==> src/source/vectorTypesPkg.sv <==
// Datapath sizes and credit counts; pipeDepth must stay 3 to match the lane's register stages
package vectorTypesPkg;

    // One lane word and the full vector
    localparam int dataWidth = 32;
    localparam int vecLanes = 4;
    localparam int vecWidth = vecLanes * dataWidth;

    // Lane latency, also the length of the drain's valid delay line
    localparam int pipeDepth = 3;

    // Issue queue, equals the producer's starting credits
    localparam int inQueueDepth = 4;
    localparam int inPtrWidth = $clog2(inQueueDepth);
    localparam int inCountWidth = $clog2(inQueueDepth + 1);

    // Drain buffer, equals the issue block's starting credits
    localparam int resultDepth = 4;
    localparam int resultPtrWidth = $clog2(resultDepth);
    localparam int resultCountWidth = $clog2(resultDepth + 1);

    // Downstream credit counter, saturates at its maximum
    localparam int outCreditWidth = 16;

endpackage

==> src/source/vectorOpPkg.sv <==
// Lane operation codes; every lane executes the same operation in a given cycle
package vectorOpPkg;

    localparam int opWidth = 3;

    // Lane-wise operation
    typedef enum logic [opWidth-1:0] {
        opAdd      = 3'd0,
        opSub      = 3'd1,
        // Low 32 bits of the product, same for signed and unsigned
        opMulLow   = 3'd2,
        // High 32 bits, signed operands
        opMulHigh  = 3'd3,
        // High 32 bits, unsigned operands
        opMulHighU = 3'd4
    } vecOp;

endpackage

==> src/source/vectorLane.sv <==
// Fixed three-cycle latency with no stall or valid; a new operation is taken every cycle
`timescale 1ns/1ps

module vectorLane
    import vectorTypesPkg::*;
    import vectorOpPkg::*;
(
    input  logic                 clk,
    input  logic                 rstN,
    input  vecOp                 op,
    input  logic [dataWidth-1:0] a,
    input  logic [dataWidth-1:0] b,
    output logic [dataWidth-1:0] result
);

    // Stage 1 operands, one extra bit for signedness
    logic                        signExt;
    logic signed [dataWidth:0]   aExtNext;
    logic signed [dataWidth:0]   bExtNext;
    vecOp                        opR1;
    logic signed [dataWidth:0]   aR1;
    logic signed [dataWidth:0]   bR1;

    // Stage 2 raw results
    logic signed [2*dataWidth+1:0] mulFull;
    logic [dataWidth:0]            addSubNext;
    vecOp                          opR2;
    logic [2*dataWidth-1:0]        prodR2;
    logic [dataWidth-1:0]          sumR2;

    // Stage 3 selection
    logic [dataWidth-1:0] resultNext;

    always_comb begin
        // Only the unsigned high product needs zero extension
        signExt = (op != opMulHighU);
        aExtNext = {signExt & a[dataWidth-1], a};
        bExtNext = {signExt & b[dataWidth-1], b};
    end

    always_comb begin
        mulFull = aR1 * bR1;
        if (opR1 == opSub) begin
            addSubNext = aR1 - bR1;
        end else begin
            addSubNext = aR1 + bR1;
        end
    end

    always_comb begin
        case (opR2)
            opAdd, opSub: resultNext = sumR2;
            opMulLow: resultNext = prodR2[dataWidth-1:0];
            opMulHigh, opMulHighU: resultNext = prodR2[2*dataWidth-1:dataWidth];
            default: resultNext = '0;
        endcase
    end

    // Operation travels alongside its data
    always_ff @(posedge clk) begin
        if (!rstN) begin
            opR1 <= opAdd;
            opR2 <= opAdd;
        end else begin
            opR1 <= op;
            opR2 <= opR1;
        end
    end

    always_ff @(posedge clk) begin
        aR1 <= aExtNext;
        bR1 <= bExtNext;
        prodR2 <= mulFull[2*dataWidth-1:0];
        sumR2 <= addSubNext[dataWidth-1:0];
        result <= resultNext;
    end

endmodule

==> config.mk <==
export PLATFORM = sky130hd
export DESIGN_NAME = vectorLane
export DESIGN_NICKNAME = d
export VERILOG_FILES = /design/src/source/vectorTypesPkg.sv /design/src/source/vectorOpPkg.sv /design/src/source/vectorLane.sv
export SDC_FILE = /design/constraint.sdc
export NUM_CORES = 2
export LEC_CHECK = 0
export BUFFER_PORTS_ARGS = -buffer_cell sky130_fd_sc_hd__clkbuf_2
export CORE_UTILIZATION = 35
export CTS_BUF_LIST = sky130_fd_sc_hd__clkbuf_4 sky130_fd_sc_hd__clkbuf_8
export DETAILED_ROUTE_END_ITERATION = 8
export PLACE_DENSITY = 0.61
export REMOVE_ABC_BUFFERS = 1
export SETUP_SLACK_MARGIN = 0.4
export SKIP_CTS_REPAIR_TIMING = 1
export SYNTH_ARGS = -nofsm -noshare
export SYNTH_HDL_FRONTEND = slang
export SYNTH_SLANG_ARGS = --single-unit
export TNS_END_PERCENT = 50
==> constraint.sdc <==
create_clock -name clk -period 7 [get_ports clk]
set_clock_uncertainty 0.15 [all_clocks]
set_input_delay 1.05 -clock clk [delete_from_list [all_inputs] [get_ports clk]]
set_output_delay 1.05 -clock clk [all_outputs]
set_load 0.1 [all_outputs]
==> impl_metrics.env <==
export IMPL_run_status="finished with violations"
export IMPL_violations="negative setup slack"
export IMPL_drtIter0Drc=2096
export IMPL_routed_wl_microns=136000
export IMPL_cap_violations=0
export IMPL_dr_wl_met3_microns=9400
export IMPL_synth_edf_count=0
export IMPL_ys_flop_type="dfxtp_1"
export IMPL_yosys_register_bits=200
export IMPL_setup_viol=37
export IMPL_wl_per_cell_microns=19.6
export IMPL_fin_crit_sh_pct=111
export IMPL_worstPathArrival_ns=8.17
export IMPL_rsz0062_at_grt="true"
export IMPL_area_growth_pct=19.4
export IMPL_fillers=12500
export IMPL_path_common_cell="fa_1"
export IMPL_ys_async_sr_fraction_pct=0
export IMPL_via_per_inst=4.81
export IMPL_synth_area_sq_mm=0.0454
export IMPL_vias=33600
export IMPL_cts_buffer_depth=2
export IMPL_grt_overflow_total=0
export IMPL_cts_sinks=200
export IMPL_finalHoldViolCount=0
export IMPL_cp_max_fo=13
export IMPL_clk_latency_ns=0.66
export IMPL_initial_core_util_pct=35.4
export IMPL_core_sq_mm=0.128
export IMPL_drive_gt1_share_pct=18.4
export IMPL_postSynthAreaPerCell_sq_um=9.42
export IMPL_row_count=131
export IMPL_grt_pass1_vias=37300
export IMPL_layout_nets=6672
export IMPL_die_area_sq_mm=0.131
export IMPL_ff_latch_area_sq_mm=0.00406
export IMPL_relSlewSlack_pct=41.2
export IMPL_top_layer="met5"
export IMPL_fp_dieH_microns=362
export IMPL_tightest_slew_ns=0.882
export IMPL_cts_made_buffers=17
export IMPL_gp_congestion=0.948
export IMPL_drc_errors=0
export IMPL_yosys_warnings=0
export IMPL_io_buffers=100
export IMPL_endpoint_kind="register"
export IMPL_m1WireLength_microns=59300
export IMPL_clock_fmax_ghz=0.129
export IMPL_root_buffer="clkbuf_8"
export IMPL_worst_setup_path_type="reg2reg"
export IMPL_multi_input_area_sq_mm=0.0373
export IMPL_crit_path_max_incr_delay_ns=0.60
export IMPL_antenna_found_initial=10
export IMPL_ant_nets=0
export IMPL_yosysSeqAreaShare_pct=8.81
export IMPL_slew_violations=0
export IMPL_hpwl_microns=116000
export IMPL_track_usage_pct=21.4
export IMPL_cp_start_kind="register"
export IMPL_fin_ws_ns=-0.758
export IMPL_cp_slowest_cell="fa_1"
export IMPL_grt_start_max_net_pins=36
export IMPL_synthCells=4822
export IMPL_grt_first_pass_wirelength_microns=214000
export IMPL_drt_pass1_iterations=5
export IMPL_setup_tns_ns=-13.86
export IMPL_cts_tree="yes"
export IMPL_required_ns=7.42
export IMPL_dieWidth_microns=362
export IMPL_timing_hold_ws_ns=0.313
export IMPL_htreeDepth=4
export IMPL_synth_cell_types=73
export IMPL_finalCriticalPeriod_ns=7.76
export IMPL_clk_pin_slew_ns=0.15
export IMPL_pin_count=101
export IMPL_min_path_type="reg2reg"
export IMPL_routed_wl_met2_microns=64000
==> state kept, by name (all words and copies together) (netlist names) <==
| register | count |
|---|---|
| sumR2 | 32 |
| opR1 | 3 |
| bR1 | 33 |
| prodR2 | 64 |
| opR2 | 3 |
| result | 32 |
| aR1 | 33 |
==> final cells by class <==
cell class                      instances  area share, %
Inverter                             1107           7.66
Sequential cell                       200           7.49
Clock inverter                         14          0.355
Clock buffer                           18          0.445
Timing Repair Buffer                  661           11.2
Antenna cell                            4         0.0185
Tap cell                             1729           3.99
Multi-Input combinational cell       3245           68.8
==> worst paths after layout <==
check        startpoint         end  slack [ns]  cells past startpoint
max              bR1[7]  prodR2[53]       -0.76                     26
min             opR1[2]     opR2[2]        0.31                      1
max reg2reg      bR1[7]  prodR2[53]       -0.76                     26
min reg2reg     opR1[2]     opR2[2]        0.31                      1
==> per-stage QoR <==
step | setup slack (ns) | util [%] | std cells | area [sq um]
after floorplan | -0.665 | - | 4552 | 44400
after global placement | -0.886 | 40.6 | 6913 | 52000
after detailed placement | -0.926 | 40.6 | 6913 | 52000
after CTS | -0.959 | 40.9 | 6945 | 52400
after global routing | -0.956 | 42.3 | 6975 | 54200
final | -0.758 | 42.3 | 6978 | 54200
==> critical path, delay by kind of cell, from the launching register on <==
kind | cells | cell delay (ns)
buffers and inverters | 6 | 0.53
AO/OA/AOI/OAI | 5 | 1.43
flip-flops | 1 | 0.35
adder cells (fa/ha/maj) | 9 | 4.35
AND/OR/NAND/NOR | 6 | 0.89
==> cell families after synthesis <==
group | synth area share (%)
muxes | 0.0468
buffers and inverters | 11.4
AOI/OAI and AO/OA | 5.92
and+or+nand+nor | 15.0
DFF | 8.81
adders and majority gates | 56.4
xor gates and xnor gates | 2.47
==> layer usage <==
metal  vias up  global-route usage (%)
li1      14900                       -
met1     17500                    28.8
met2      1022                    34.9
met3       169                    4.13
met4         4                    6.01
met5         -                       0
==> cells in the mapped netlist (11+ instances only) <==
master / n / area [sq um]
nand4_1: 11 / 68.8
xnor2_1: 83 / 727
ha_1: 245 / 3070
o21ai_0: 35 / 175
dfxtp_1: 200 / 4000
inv_1: 1107 / 4160
a21o_1: 53 / 398
fa_1: 1126 / 22500
a21oi_1: 118 / 591
nand3_1: 18 / 90.1
xor2_1: 45 / 394
and2_1: 550 / 3440
nor2b_1: 67 / 419
buf_1: 13 / 48.8
nor3_1: 18 / 90.1
nand2b_1: 12 / 75.1
and3_1: 13 / 81.3
o22ai_1: 33 / 206
nor2_1: 62 / 233
o21bai_1: 12 / 90.1
o21a_1: 20 / 150
nand2_1: 570 / 2140
clkbuf_1: 247 / 927
a22oi_1: 33 / 248
==> layout by cell type (no fill, tap or decap), types with 9 or more instances in the layout <==
cell type,count
a21o_1,52
a21oi_1,92
a21oi_2,23
a22oi_1,32
and2_1,530
and2_4,21
and3_1,10
buf_12,87
buf_4,419
buf_6,36
buf_8,17
clkbuf_2,100
clkbuf_8,17
dfxtp_1,164
dfxtp_2,30
fa_1,1096
fa_2,30
ha_1,221
ha_4,23
inv_1,1072
inv_2,35
nand2_1,558
nand2_2,10
nand2b_1,12
nand3_1,15
nand4_1,11
nor2_1,56
nor2b_1,64
nor3_1,17
o21a_1,20
o21ai_0,24
o21bai_1,10
o22ai_1,33
xnor2_1,73
xnor2_2,9
xor2_1,40
Power is left out: the tool's default activity adds up to more than one toggle a clock period on the data nets, which glitch-free logic cannot reach.
