`config.mk`:
```
export PLATFORM = sky130hd
export DESIGN_NAME = vectorDrain
export DESIGN_NICKNAME = d
export VERILOG_FILES = /design/src/source/vectorTypesPkg.sv /design/src/source/vectorDrain.sv
export SDC_FILE = /design/constraint.sdc
export NUM_CORES = 1
export LEC_CHECK = 0
export BUFFER_PORTS_ARGS = -buffer_cell sky130_fd_sc_hd__buf_2
export CAP_MARGIN = 15
export CORE_UTILIZATION = 45
export DETAILED_ROUTE_END_ITERATION = 7
export GPL_TIMING_DRIVEN = 0
export PLACE_DENSITY = 0.7
export SYNTH_ARGS = -nofsm -noshare
export SYNTH_HDL_FRONTEND = slang
export SYNTH_SLANG_ARGS = --single-unit
```
`constraint.sdc`:
```
create_clock -name clk -period 6.19 [get_ports clk]
set_clock_uncertainty 0.1 [all_clocks]
set_input_delay 0.619 -clock clk [delete_from_list [all_inputs] [get_ports clk]]
set_output_delay 0.619 -clock clk [all_outputs]
set_load 0.05 [all_outputs]
```
`src/source/vectorTypesPkg.sv`:
```
// Datapath sizes and credit counts; pipeDepth must stay 3 to match the lane's register stages
package vectorTypesPkg;

    // One lane word and the full vector
    localparam int dataWidth = 32;
    localparam int vecLanes = 4;
    localparam int vecWidth = vecLanes * dataWidth;

    // Lane latency, also the length of the drain's valid delay line
    localparam int pipeDepth = 3;

    // Issue queue, equals the producer's starting credits
    localparam int inQueueDepth = 4;
    localparam int inPtrWidth = $clog2(inQueueDepth);
    localparam int inCountWidth = $clog2(inQueueDepth + 1);

    // Drain buffer, equals the issue block's starting credits
    localparam int resultDepth = 4;
    localparam int resultPtrWidth = $clog2(resultDepth);
    localparam int resultCountWidth = $clog2(resultDepth + 1);

    // Downstream credit counter, saturates at its maximum
    localparam int outCreditWidth = 16;

endpackage

```
`src/source/vectorDrain.sv`:
```
// Buffer is never written while full because issue holds resultDepth credits for it
`timescale 1ns/1ps

module vectorDrain
    import vectorTypesPkg::*;
(
    input  logic                clk,
    input  logic                rstN,
    input  logic                issueValid,
    input  logic [vecWidth-1:0] laneResult,
    input  logic                outCredit,
    output logic                outValid,
    output logic [vecWidth-1:0] outData,
    output logic                slotFree
);

    // Marks which lane outputs belong to an issued operation
    logic [pipeDepth-1:0] validPipe;

    logic [vecWidth-1:0] resultBuf [resultDepth];

    logic [resultPtrWidth-1:0]   wrPtr;
    logic [resultPtrWidth-1:0]   rdPtr;
    logic [resultCountWidth-1:0] bufCount;
    logic [outCreditWidth-1:0]   outCredits;

    logic write;
    logic pop;

    assign write = validPipe[pipeDepth-1];
    assign pop = (bufCount != '0) && (outCredits != '0);

    always_ff @(posedge clk) begin
        if (!rstN) begin
            validPipe <= '0;
            wrPtr <= '0;
            rdPtr <= '0;
            bufCount <= '0;
            outCredits <= '0;
            outValid <= 1'b0;
            slotFree <= 1'b0;
        end else begin
            validPipe <= {validPipe[pipeDepth-2:0], issueValid};

            if (write) begin
                if (wrPtr == resultPtrWidth'(resultDepth - 1)) begin
                    wrPtr <= '0;
                end else begin
                    wrPtr <= wrPtr + 1'b1;
                end
            end
            if (pop) begin
                if (rdPtr == resultPtrWidth'(resultDepth - 1)) begin
                    rdPtr <= '0;
                end else begin
                    rdPtr <= rdPtr + 1'b1;
                end
            end

            case ({write, pop})
                2'b10: bufCount <= bufCount + 1'b1;
                2'b01: bufCount <= bufCount - 1'b1;
                default: bufCount <= bufCount;
            endcase

            // Credits beyond the counter's range are lost
            case ({outCredit, pop})
                2'b10: begin
                    if (outCredits != '1) begin
                        outCredits <= outCredits + 1'b1;
                    end
                end
                2'b01: outCredits <= outCredits - 1'b1;
                default: outCredits <= outCredits;
            endcase

            // One result out, one slot back to issue
            outValid <= pop;
            slotFree <= pop;
        end
    end

    always_ff @(posedge clk) begin
        if (write) begin
            resultBuf[wrPtr] <= laneResult;
        end
        if (pop) begin
            outData <= resultBuf[rdPtr];
        end
    end

endmodule

```
==> Flow_metrics.wiki <==
{| class="wikitable"
! Metric !! Value
|-
| Launch point of the critical path || bufCount[1]$_SDFFE_PN0P_
|-
| Run status || completed
|-
| CTS Hold Bufs || 0
|-
| Post-placement cell area || 26500 um2
|-
| Hold Vio Cnt, Final || 0
|-
| Post-synth EDFFs || 640
|-
| Multi-input combinational cell area || 4120 um2
|-
| Mapped Nets || 1170
|-
| Worst setup slack for register-to-register paths || ~2000 ps
|-
| Fraction of registers with async set or reset after synthesis || 0%
|-
| Slew at the pin closest to its max-slew limit || about 1100 ps
|-
| Critical Path End Type || register
|-
| Worst slack after detailed placement || between 2000 and 2500 ps
|-
| FF/Latch Area || slightly below 20000 um2
|-
| Final global-route overflow total || 0
|-
| Initial Utilization || 45.7%
|-
| Max Buffers Root-to-Sink || 3
|-
| Area of all placed cells without fillers || 28600 um2
|-
| Top Ports || 262
|-
| Leading area contributor after synthesis || sky130_fd_sc_hd__edfxtp_1
|-
| DR vias/cell || roughly 5.3
|-
| Arrival time at the worst endpoint || 4540 ps
|-
| Tcrit/Tclk final || between 60% and 70%
|-
| Number of placement rows || 84
|-
| Total iterations of the first detailed-routing run || 4
|-
| Startpoint of the worst-slack reg-to-reg timing path || bufCount[1]$_SDFFE_PN0P_
|-
| Port-buffer cells || 260
|-
| Routed WL || 46900 um
|-
| Setup repair after global routing missed its margin || false
|-
| Logic depth of the worst register-to-register path || 11
|-
| Number of max-slew violations in the final report || 0
|-
| Reg2Reg Capture Point || outCredits[14]$_SDFFE_PN0P_
|-
| Total of flip-flops plus latches after synthesis || 667
|-
| Number of standard cells after synthesis || just over 1000
|-
| Library cells used by synthesis || 49
|-
| Time the final worst path needs with I/O delays and setup || between 4000 and 5000 ps
|-
| # H-tree levels || 3
|-
| Placeable core area || about 53000 um2
|-
| Worst hold path cell count || 1
|-
| Leak Pwr || 0.00952 uW
|-
| Top_reg_cell synth || sky130_fd_sc_hd__edfxtp_1
|-
| Most used standard cell by instance count after synthesis || sky130_fd_sc_hd__edfxtp_1
|-
| Total die area || 54400 um2
|-
| Last weighted congestion value of the routability-driven placer || 0.761
|-
| CTS sink count || 667
|-
| Power density cells || 461 nW/um2
|-
| Total number of yosys warnings || 0
|-
| Layout Area Growth over Synthesis || 19.1%
|-
| Via count || 11100
|-
| Maximum number of pins on one net before global-route repair || 74
|-
| CTS-repair resized insts || 0
|-
| Die height || 233 um
|-
| DRC marker count from the first detailed-route iteration || ~570
|-
| Horizontal extent of the die || 233 um
|-
| Post-route total power || 13200 uW
|-
| Share of final-layout standard cells stronger than drive strength 1 || a little under two fifths
|-
| Data required time at the worst endpoint || 6570 ps
|-
| Source-to-sink clock delay at the later pin of the worst-skew pair || 590 ps
|-
| Post-detailed-placement half-perimeter wirelength || 28500 um
|-
| Placed cell count || ~2000
|-
| Synth area leaders || sky130_fd_sc_hd__edfxtp_1 (80%), sky130_fd_sc_hd__mux4_2 (12%), sky130_fd_sc_hd__dfxtp_1 (2.2%)
|-
| Final setup viols || 0
|-
| Area share of the leading cell type in the synthesized netlist || approximately 80%
|-
| Kind of path behind the tightest hold check || in -> reg
|-
| Global-route wire length before repair || 69700 um
|-
| Number of global-route vias before repair || 11800
|-
| Number of antenna violations at the first check in global routing || 11
|-
| CTS clock-pin slew for the worst setup and hold paths || 60 ps
|-
| Seq/Total Area, Yosys || between 80% and 90%
|-
| Clock tree root buffer cell || sky130_fd_sc_hd__clkbuf_16
|-
| Final layout net count || 1510
|-
| Commonest cells post-synth || sky130_fd_sc_hd__edfxtp_1 (640), sky130_fd_sc_hd__mux4_2 (128), sky130_fd_sc_hd__dfxtp_1 (27), sky130_fd_sc_hd__a21oi_1 (24), sky130_fd_sc_hd__nand2_1 (24)
|-
| Worst Hold Launch || laneResult[32]
|-
| Worst relative slew slack || 25.1%
|-
| Class of the most critical setup path || reg -> reg
|-
| Total clock buffers created by CTS || a little under 70
|-
| Post CTS Setup Buffer Count || 0
|-
| Post-detailed-route count of antenna-violating nets || 0
|-
| Routed length per placed instance || around 22 um
|-
| Synth Cell Area || about 24000 um2
|-
| Maximum capacitance violations || 0
|-
| Worst vdd ir || 374 uV
|-
| Hold Path End || resultBuf[2][32]$_DFFE_PP_
|-
| Total GRT Usage || 17.5%
|-
| Count of fill cells added during filler insertion || approximately 4000
|-
| Smallest setup slack after layout || 2030 ps
|-
| CP Max Fanout || 24
|-
| Maximum clock frequency || 240 MHz
|-
| Count of placed standard cells in the final layout, fillers left out || 2098
|-
| Residual DRC count || 0
|-
| Worst setup SP type || register
|-
| Per-instance average area after synthesis || between 20 and 25 um2
|-
| CTS tree || yes
|}
==> logic make-up after synthesis <==
logic type	share of synthesized area, %
xor gates and xnor gates	0.510
muxes	12.2
AOI/OAI and AO/OA	1.56
adders and majority gates	1.21
buffers and inverters	0.780
DFF	82.1
and+or+nand+nor	1.65
==> state kept, by name (all words and copies together), names as in the netlist <==
| name | count |
|---|---|
| resultBuf | 512 |
| outData | 128 |
| outCredits | 16 |
| bufCount | 3 |
| validPipe | 3 |
| rdPtr | 2 |
| wrPtr | 2 |
| slotFree | 1 |
==> per-stage QoR <==
| step | setup TNS [ps] | hold WS [ps] | utilization (%) |
|---|---|---|---|
| global placement | -359090 | 317 | 49.8 |
| detailed placement | 0 | 320 | 50.3 |
| global route | 0 | 104 | 54.4 |
| finish | 0 | 127 | 54.4 |
| CTS | 0 | 87.4 | 54.4 |
| floorplan | 0 | 306 | - |
==> how the worst max path moves through the flow <==
stage	endpoint	cells past startpoint
floorplan	bufCount[2]$_SDFFE_PN0P_	10
global route	outCredits[14]$_SDFFE_PN0P_	13
detailed placement	outCredits[14]$_SDFFE_PN0P_	11
global placement	bufCount[2]$_SDFFE_PN0P_	10
CTS	outCredits[14]$_SDFFE_PN0P_	13
finish	outCredits[14]$_SDFFE_PN0P_	11
==> per-layer routing <==
metal | track usage [%] | share of wire [%] | vias up
li1 | - | - | 4951
met1 | 21.8 | 41 | 5742
met2 | 28.6 | 49 | 289
met3 | 5.75 | 7.6 | 86
met4 | 6.27 | 2.4 | 12
met5 | 0 | 0.15 | -
==> layout make-up <==
cell class                      count  area share, %
Clock buffer                       80           6.25
Clock inverter                     41           1.25
Antenna cell                        4         0.0349
Timing Repair Buffer              269           5.41
Multi-Input combinational cell    305           14.4
Sequential cell                   667           69.0
Inverter                            8          0.131
Tap cell                          688           3.01
Buffer                             36          0.550
==> placed cells by master, fill, tap and decap left out, drive strengths merged, types with 2 or more instances in the layout <==
| master | netlist | routed |
|---|---|---|
| clkinv | 0 | 28 |
| or2 | 2 | 2 |
| o31ai | 3 | 3 |
| nor2 | 20 | 20 |
| xnor2 | 5 | 5 |
| mux2i | 4 | 4 |
| fa | 2 | 2 |
| ha | 20 | 20 |
| buf | 25 | 294 |
| nand2 | 24 | 24 |
| a21o | 4 | 4 |
| dfxtp | 27 | 27 |
| or3 | 2 | 2 |
| xor2 | 9 | 9 |
| nand3 | 2 | 2 |
| nand2b | 2 | 2 |
| clkinvlp | 0 | 3 |
| inv | 8 | 13 |
| a31oi | 2 | 2 |
| nor4 | 6 | 6 |
| nand4 | 5 | 5 |
| edfxtp | 640 | 640 |
| diode | 0 | 4 |
| and2 | 7 | 7 |
| nor2b | 2 | 2 |
| bufinv | 0 | 5 |
| a21oi | 24 | 24 |
| clkbuf | 11 | 91 |
| o21ai | 18 | 18 |
| mux4 | 128 | 128 |
| nor3 | 2 | 2 |
==> worst max-delay path: stages (launching register included) <==
cell,delay (ps)
sky130_fd_sc_hd__dfxtp_1,340
sky130_fd_sc_hd__o31ai_2,850
sky130_fd_sc_hd__nor2_4,100
sky130_fd_sc_hd__clkbuf_1,520
sky130_fd_sc_hd__fa_1,610
sky130_fd_sc_hd__a21o_1,220
sky130_fd_sc_hd__a221oi_2,360
sky130_fd_sc_hd__o31ai_2,160
sky130_fd_sc_hd__o2111ai_2,220
sky130_fd_sc_hd__nand2_1,100
sky130_fd_sc_hd__nor4b_1,150
sky130_fd_sc_hd__a311o_1,310
==> report_power, final <==
group          switching [uW]  internal (uW)
sequential                177           5660
clock                    1660           2290
combinational            2640            790
total                    4480           8740
(Power assumes the default switching activity.)
