**src/source/vectorTypesPkg.sv**
```systemverilog
// Datapath sizes and credit counts; pipeDepth must stay 3 to match the lane's register stages
package vectorTypesPkg;

    // One lane word and the full vector
    localparam int dataWidth = 32;
    localparam int vecLanes = 4;
    localparam int vecWidth = vecLanes * dataWidth;

    // Lane latency, also the length of the drain's valid delay line
    localparam int pipeDepth = 3;

    // Issue queue, equals the producer's starting credits
    localparam int inQueueDepth = 4;
    localparam int inPtrWidth = $clog2(inQueueDepth);
    localparam int inCountWidth = $clog2(inQueueDepth + 1);

    // Drain buffer, equals the issue block's starting credits
    localparam int resultDepth = 4;
    localparam int resultPtrWidth = $clog2(resultDepth);
    localparam int resultCountWidth = $clog2(resultDepth + 1);

    // Downstream credit counter, saturates at its maximum
    localparam int outCreditWidth = 16;

endpackage

```
**src/source/vectorOpPkg.sv**
```systemverilog
// Lane operation codes; every lane executes the same operation in a given cycle
package vectorOpPkg;

    localparam int opWidth = 3;

    // Lane-wise operation
    typedef enum logic [opWidth-1:0] {
        opAdd      = 3'd0,
        opSub      = 3'd1,
        // Low 32 bits of the product, same for signed and unsigned
        opMulLow   = 3'd2,
        // High 32 bits, signed operands
        opMulHigh  = 3'd3,
        // High 32 bits, unsigned operands
        opMulHighU = 3'd4
    } vecOp;

endpackage

```
**src/source/vectorIssue.sv**
```systemverilog
// Producer must send only while holding a credit, so the queue is never written while full
`timescale 1ns/1ps

module vectorIssue
    import vectorTypesPkg::*;
    import vectorOpPkg::*;
(
    input  logic                clk,
    input  logic                rstN,
    input  logic                inValid,
    input  vecOp                inOp,
    input  logic [vecWidth-1:0] inA,
    input  logic [vecWidth-1:0] inB,
    input  logic                slotFree,
    output logic                inCredit,
    output logic                issueValid,
    output vecOp                issueOp,
    output logic [vecWidth-1:0] issueA,
    output logic [vecWidth-1:0] issueB
);

    // Queue storage
    vecOp                opQueue [inQueueDepth];
    logic [vecWidth-1:0] aQueue [inQueueDepth];
    logic [vecWidth-1:0] bQueue [inQueueDepth];

    logic [inPtrWidth-1:0]       wrPtr;
    logic [inPtrWidth-1:0]       rdPtr;
    logic [inCountWidth-1:0]     queueCount;
    logic [resultCountWidth-1:0] drainCredits;

    logic push;
    logic pop;

    assign push = inValid;
    // Issue only with a queued entry and a free drain slot reserved
    assign pop = (queueCount != '0) && (drainCredits != '0);

    // Pointers, occupancy, drain credits and the issue pulse
    always_ff @(posedge clk) begin
        if (!rstN) begin
            wrPtr <= '0;
            rdPtr <= '0;
            queueCount <= '0;
            drainCredits <= resultCountWidth'(resultDepth);
            issueValid <= 1'b0;
            inCredit <= 1'b0;
        end else begin
            if (push) begin
                if (wrPtr == inPtrWidth'(inQueueDepth - 1)) begin
                    wrPtr <= '0;
                end else begin
                    wrPtr <= wrPtr + 1'b1;
                end
            end
            if (pop) begin
                if (rdPtr == inPtrWidth'(inQueueDepth - 1)) begin
                    rdPtr <= '0;
                end else begin
                    rdPtr <= rdPtr + 1'b1;
                end
            end

            case ({push, pop})
                2'b10: queueCount <= queueCount + 1'b1;
                2'b01: queueCount <= queueCount - 1'b1;
                default: queueCount <= queueCount;
            endcase

            // Issuing spends a slot, slotFree hands one back
            case ({pop, slotFree})
                2'b10: drainCredits <= drainCredits - 1'b1;
                2'b01: drainCredits <= drainCredits + 1'b1;
                default: drainCredits <= drainCredits;
            endcase

            // Entry leaving the queue frees a producer credit
            issueValid <= pop;
            inCredit <= pop;
        end
    end

    // Queue write and registered issue operands
    always_ff @(posedge clk) begin
        if (push) begin
            opQueue[wrPtr] <= inOp;
            aQueue[wrPtr] <= inA;
            bQueue[wrPtr] <= inB;
        end
        if (pop) begin
            issueOp <= opQueue[rdPtr];
            issueA <= aQueue[rdPtr];
            issueB <= bQueue[rdPtr];
        end
    end

endmodule

```
**config.mk**
```make
export PLATFORM = sky130hd
export DESIGN_NAME = vectorIssue
export DESIGN_NICKNAME = d
export VERILOG_FILES = /design/src/source/vectorTypesPkg.sv /design/src/source/vectorOpPkg.sv /design/src/source/vectorIssue.sv
export SDC_FILE = /design/constraint.sdc
export NUM_CORES = 1
export LEC_CHECK = 0
export BUFFER_PORTS_ARGS = -buffer_cell sky130_fd_sc_hd__buf_2
export CORE_MARGIN = 4
export CORE_UTILIZATION = 35
export CTS_CLUSTER_SIZE = 24
export DETAILED_ROUTE_END_ITERATION = 12
export GPL_ROUTABILITY_DRIVEN = 0
export SETUP_SLACK_MARGIN = 0.3
export SLEW_MARGIN = 20
export SYNTH_ARGS = -nofsm -noshare
export SYNTH_HDL_FRONTEND = slang
export SYNTH_SLANG_ARGS = --single-unit
export TNS_END_PERCENT = 5
```
**constraint.sdc**
```tcl
create_clock -name clk -period 44.1 [get_ports clk]
set_input_delay 13.23 -clock clk [delete_from_list [all_inputs] [get_ports clk]]
set_output_delay 13.23 -clock clk [all_outputs]
set_load 0.01 [all_outputs]
```
==> tab_implementation.tex <==
\begin{tabular}{lr}
\hline
Metric & Value \\
\hline
\multicolumn{2}{l}{\textbf{Outcome}} \\
Status & completed \\
\multicolumn{2}{l}{\textbf{Setup path}} \\
Family with the most delay on the worst path & buffers and inverters \\
Data arrival, critical path & 15.96 ns \\
Critical Path, Cell by Cell & buf\_2 -> and2\_4 -> buf\_4 -> buf\_4 \\
Worst endpoint required time & 44.47 ns \\
Library cell appearing most often on the critical path & sky130\_fd\_sc\_hd\_\_buf\_4 \\
Buffer and inverter count on the worst path & 3 \\
Critical Path Fanout Max & 66 \\
CP max-delay cell & sky130\_fd\_sc\_hd\_\_buf\_4 \\
Path type of the worst setup path & input port to flop \\
Critical path launch point type & input port \\
Endpoint class of the critical path & flop \\
CP peak stage delay & 0.92 ns \\
\multicolumn{2}{l}{\textbf{Clock tree}} \\
TritonCTS clock tree & done \\
Number of clock sinks & 1306 \\
Clock transition at the registers of the reported paths & 0.06 ns \\
TritonCTS buffer count & 135 \\
Cells resized by post-CTS repair & 0 \\
Number of hold buffers added after cts & 0 \\
Clock Latency Late Sink & 0.76 ns \\
Htree depth & 4 \\
Root Buffer & sky130\_fd\_sc\_hd\_\_clkbuf\_16 \\
Bufs on Longest Clock Path & 3 \\
\# Post-CTS Setup Buffers & 0 \\
\multicolumn{2}{l}{\textbf{Synth}} \\
Cell area after synthesis & 0.0458 sq mm \\
Cells after synthesis & 1678 \\
Area leader, netlist & sky130\_fd\_sc\_hd\_\_edfxtp\_1 \\
Synthesized net count & 1950 \\
Leading cell types by total area after synthesis & sky130\_fd\_sc\_hd\_\_edfxtp\_1, sky130\_fd\_sc\_hd\_\_mux4\_2, sky130\_fd\_sc\_hd\_\_buf\_6, sky130\_fd\_sc\_hd\_\_dfxtp\_1, sky130\_fd\_sc\_hd\_\_buf\_2 \\
Post-synth cell types & 26 \\
Area share of the largest cell type after synthesis & 0.850 \\
Avg Cell Area, Syn & 27.3 sq um \\
Sequential-to-total area share from yosys stat & 0.855 \\
Flops \& latches, synth & 1306 \\
Number of warnings issued by yosys & 0 \\
\multicolumn{2}{l}{\textbf{Routing}} \\
Total Wirelength & 95300 um \\
Final ANT Viol Nets & 0 \\
Number of vias after detailed routing & 19779 \\
Initial DRT Pass Iterations & 5 \\
Routed via count divided by cell count & 4.73 \\
Highest layer used for signal routing & met5 \\
Detail-routed net length per standard cell & 22.8 um \\
Detail Route met2 WL & 48700 um \\
Violation count after the first detailed-routing iteration & 1512 \\
Number of design rule violations left after detail routing & 0 \\
WL met1 & 36000 um \\
Metal3 WL & 7420 um \\
\multicolumn{2}{l}{\textbf{STA}} \\
Tcrit/Tclk final & 0.354 \\
Remaining max-slew budget at the tightest pin & 0.273 \\
Number of max-slew violations in the final report & 0 \\
Transition time at the pin with the least slew margin & 1.09 ns \\
Number of hold violations in the final report & 0 \\
Setup-violating endpoint count in the final report & 0 \\
Fmax achieved & 64.1 MHz \\
Worst-case clock skew & 0.0298 ns \\
RSZ-0062 raised after global routing & no \\
Final worst path period need & 15.59 ns \\
Aggregate negative setup slack & 0 ns \\
\multicolumn{2}{l}{\textbf{Power}} \\
Power Dens Cells & 62.3 mW/mm\^{}2 \\
Worst IR Drop VDD & 0.0000400 V \\
Static leakage power & 18.0 nW \\
\multicolumn{2}{l}{\textbf{Final layout}} \\
Share of post-route cells with drive strength above 1 & 0.416 \\
Most common cell after layout, fill and taps aside & sky130\_fd\_sc\_hd\_\_edfxtp\_1 \\
Commonest cells after routing, fill and taps aside & sky130\_fd\_sc\_hd\_\_edfxtp\_1, sky130\_fd\_sc\_hd\_\_buf\_2, sky130\_fd\_sc\_hd\_\_mux4\_2, sky130\_fd\_sc\_hd\_\_clkbuf\_16, sky130\_fd\_sc\_hd\_\_clkinv\_1 \\
Number of nets in the final layout & 2578 \\
Syn-to-layout area delta & 19.8\% \\
Fraction of the core area covered by cells at the end of the flow & 0.423 \\
\multicolumn{2}{l}{\textbf{Placement}} \\
Final HPWL from detailed placement & 58100 um \\
Port buffer count & 523 \\
\multicolumn{2}{l}{\textbf{Flow run}} \\
Reported max-cap violation count & 0 \\
\multicolumn{2}{l}{\textbf{Global routing}} \\
Combined global-route utilization of all metal layers & 0.139 \\
Largest net degree at the start of global routing & 129 \\
Vias in the first global route & 21232 \\
Antenna violations before repair & 42 \\
Global-route wire length before repair & 141000 um \\
Global route overflow & 0 \\
\multicolumn{2}{l}{\textbf{Floorplanning}} \\
Overall die area & 0.137 sq mm \\
Row count & 132 \\
Die height & 370 um \\
Floorplan Core Area & 0.130 sq mm \\
Initial standard-cell utilization of the core & 0.353 \\
\# IOs & 524 \\
Width of the die & 370 um \\
\multicolumn{2}{l}{\textbf{Worst hold path}} \\
Class of the tightest hold or removal check & flop to flop \\
\hline
\end{tabular}
sequential cells by signal (all words and copies together) (netlist names):
name and flops:
opQueue 12, issueOp 3, queueCount 3, rdPtr 2, bQueue 512, issueValid 1
drainCredits 3, aQueue 512, issueA 128, wrPtr 2, issueB 128
cell families (layout without fill, tap and decap cells):
logic type,count (synthesis),in the layout,synth area share
xor gates and xnor gates,4,4,0.000766
and+or+nand+nor,22,22,0.00276
buffers and inverters,68,806,0.00990
DFF,1306,1306,0.855
muxes,262,262,0.128
other,0,28,0
adders and majority gates,9,9,0.00279
AOI/OAI and AO/OA,7,7,0.000875
Yosys cell counts:
cell,count
sky130_fd_sc_hd__buf_2,29
sky130_fd_sc_hd__nor2_1,1
sky130_fd_sc_hd__nand3_1,1
sky130_fd_sc_hd__ha_1,7
sky130_fd_sc_hd__buf_4,1
sky130_fd_sc_hd__xor2_1,2
sky130_fd_sc_hd__nor2b_1,3
sky130_fd_sc_hd__o21ai_0,4
sky130_fd_sc_hd__mux4_2,259
sky130_fd_sc_hd__xnor2_1,2
sky130_fd_sc_hd__or3_1,2
sky130_fd_sc_hd__nor3b_1,1
sky130_fd_sc_hd__clkbuf_1,9
sky130_fd_sc_hd__edfxtp_1,1295
sky130_fd_sc_hd__or4_1,1
sky130_fd_sc_hd__nand2_1,3
sky130_fd_sc_hd__a21boi_1,1
sky130_fd_sc_hd__fa_1,2
sky130_fd_sc_hd__a21oi_1,1
sky130_fd_sc_hd__nor3_1,2
sky130_fd_sc_hd__and2_1,8
sky130_fd_sc_hd__buf_6,21
sky130_fd_sc_hd__a21boi_0,1
sky130_fd_sc_hd__inv_1,8
sky130_fd_sc_hd__mux2i_1,3
sky130_fd_sc_hd__dfxtp_1,11
cell type report:
cell class / count / area [sq um]
Antenna cell: 28 / 70.1
Clock buffer: 166 / 3560
Clock inverter: 81 / 797
Fill cell: 11072 / 74800
Inverter: 8 / 30.0
Multi-Input combinational cell: 304 / 6210
Sequential cell: 1306 / 39100
Tap cell: 1742 / 2180
Timing Repair Buffer: 551 / 2860
path summary, 6_finish.rpt:
| kind | startpoint | to | slack (ns) | depth (start not counted) |
|---|---|---|---|---|
| setup / recovery | inValid | bQueue[3][87]$_DFFE_PP_ | 28.51 | 4 |
| hold / removal | queueCount[2]$_SDFFE_PN0P_ | queueCount[2]$_SDFFE_PN0P_ | 0.51 | 2 |
| setup reg to reg | queueCount[0]$_SDFFE_PN0P_ | issueA[9]$_DFFE_PP_ | 40.20 | 5 |
| hold reg to reg | queueCount[2]$_SDFFE_PN0P_ | queueCount[2]$_SDFFE_PN0P_ | 0.51 | 2 |
worst register-to-register path, cell delays in order, from the launching register on:
cell                      delay, ns
sky130_fd_sc_hd__dfxtp_1       0.37
sky130_fd_sc_hd__nor3_1        0.13
sky130_fd_sc_hd__nor2_4        0.83
sky130_fd_sc_hd__buf_4         0.70
sky130_fd_sc_hd__buf_4         0.77
sky130_fd_sc_hd__buf_4         0.71
where the power goes:
| part | leakage, nW | total (mW) | internal [mW] | switching, mW |
|---|---|---|---|---|
| Clock | 2.13 | 1.11 | 0.644 | 0.464 |
| Sequential | 12.1 | 1.69 | 1.61 | 0.0716 |
| Combinational | 3.77 | 0.621 | 0.249 | 0.372 |
per-stage QoR:
stage / instances / setup slack, ns / cell area, sq um / hold slack, ns / total power, mW
CTS: 4158 / 28.54 / 54700 / 0.520 / 3.48
global placement: 3911 / 27.73 / 50400 / 0.531 / 2.35
detailed placement: 3911 / 27.68 / 50400 / 0.510 / 2.35
floorplan: 1678 / 24.37 / 45800 / 0.465 / 2.13
global route: 4171 / 28.42 / 54800 / 0.534 / 3.57
finish: 4186 / 28.51 / 54800 / 0.511 / 3.41
per-layer routing:
layer  GRT usage  up-vias
li1            -     8525
met1       0.165    10491
met2       0.232      561
met3      0.0493      184
met4      0.0534       18
met5           0        -
Power figures use the tool's default switching activity.
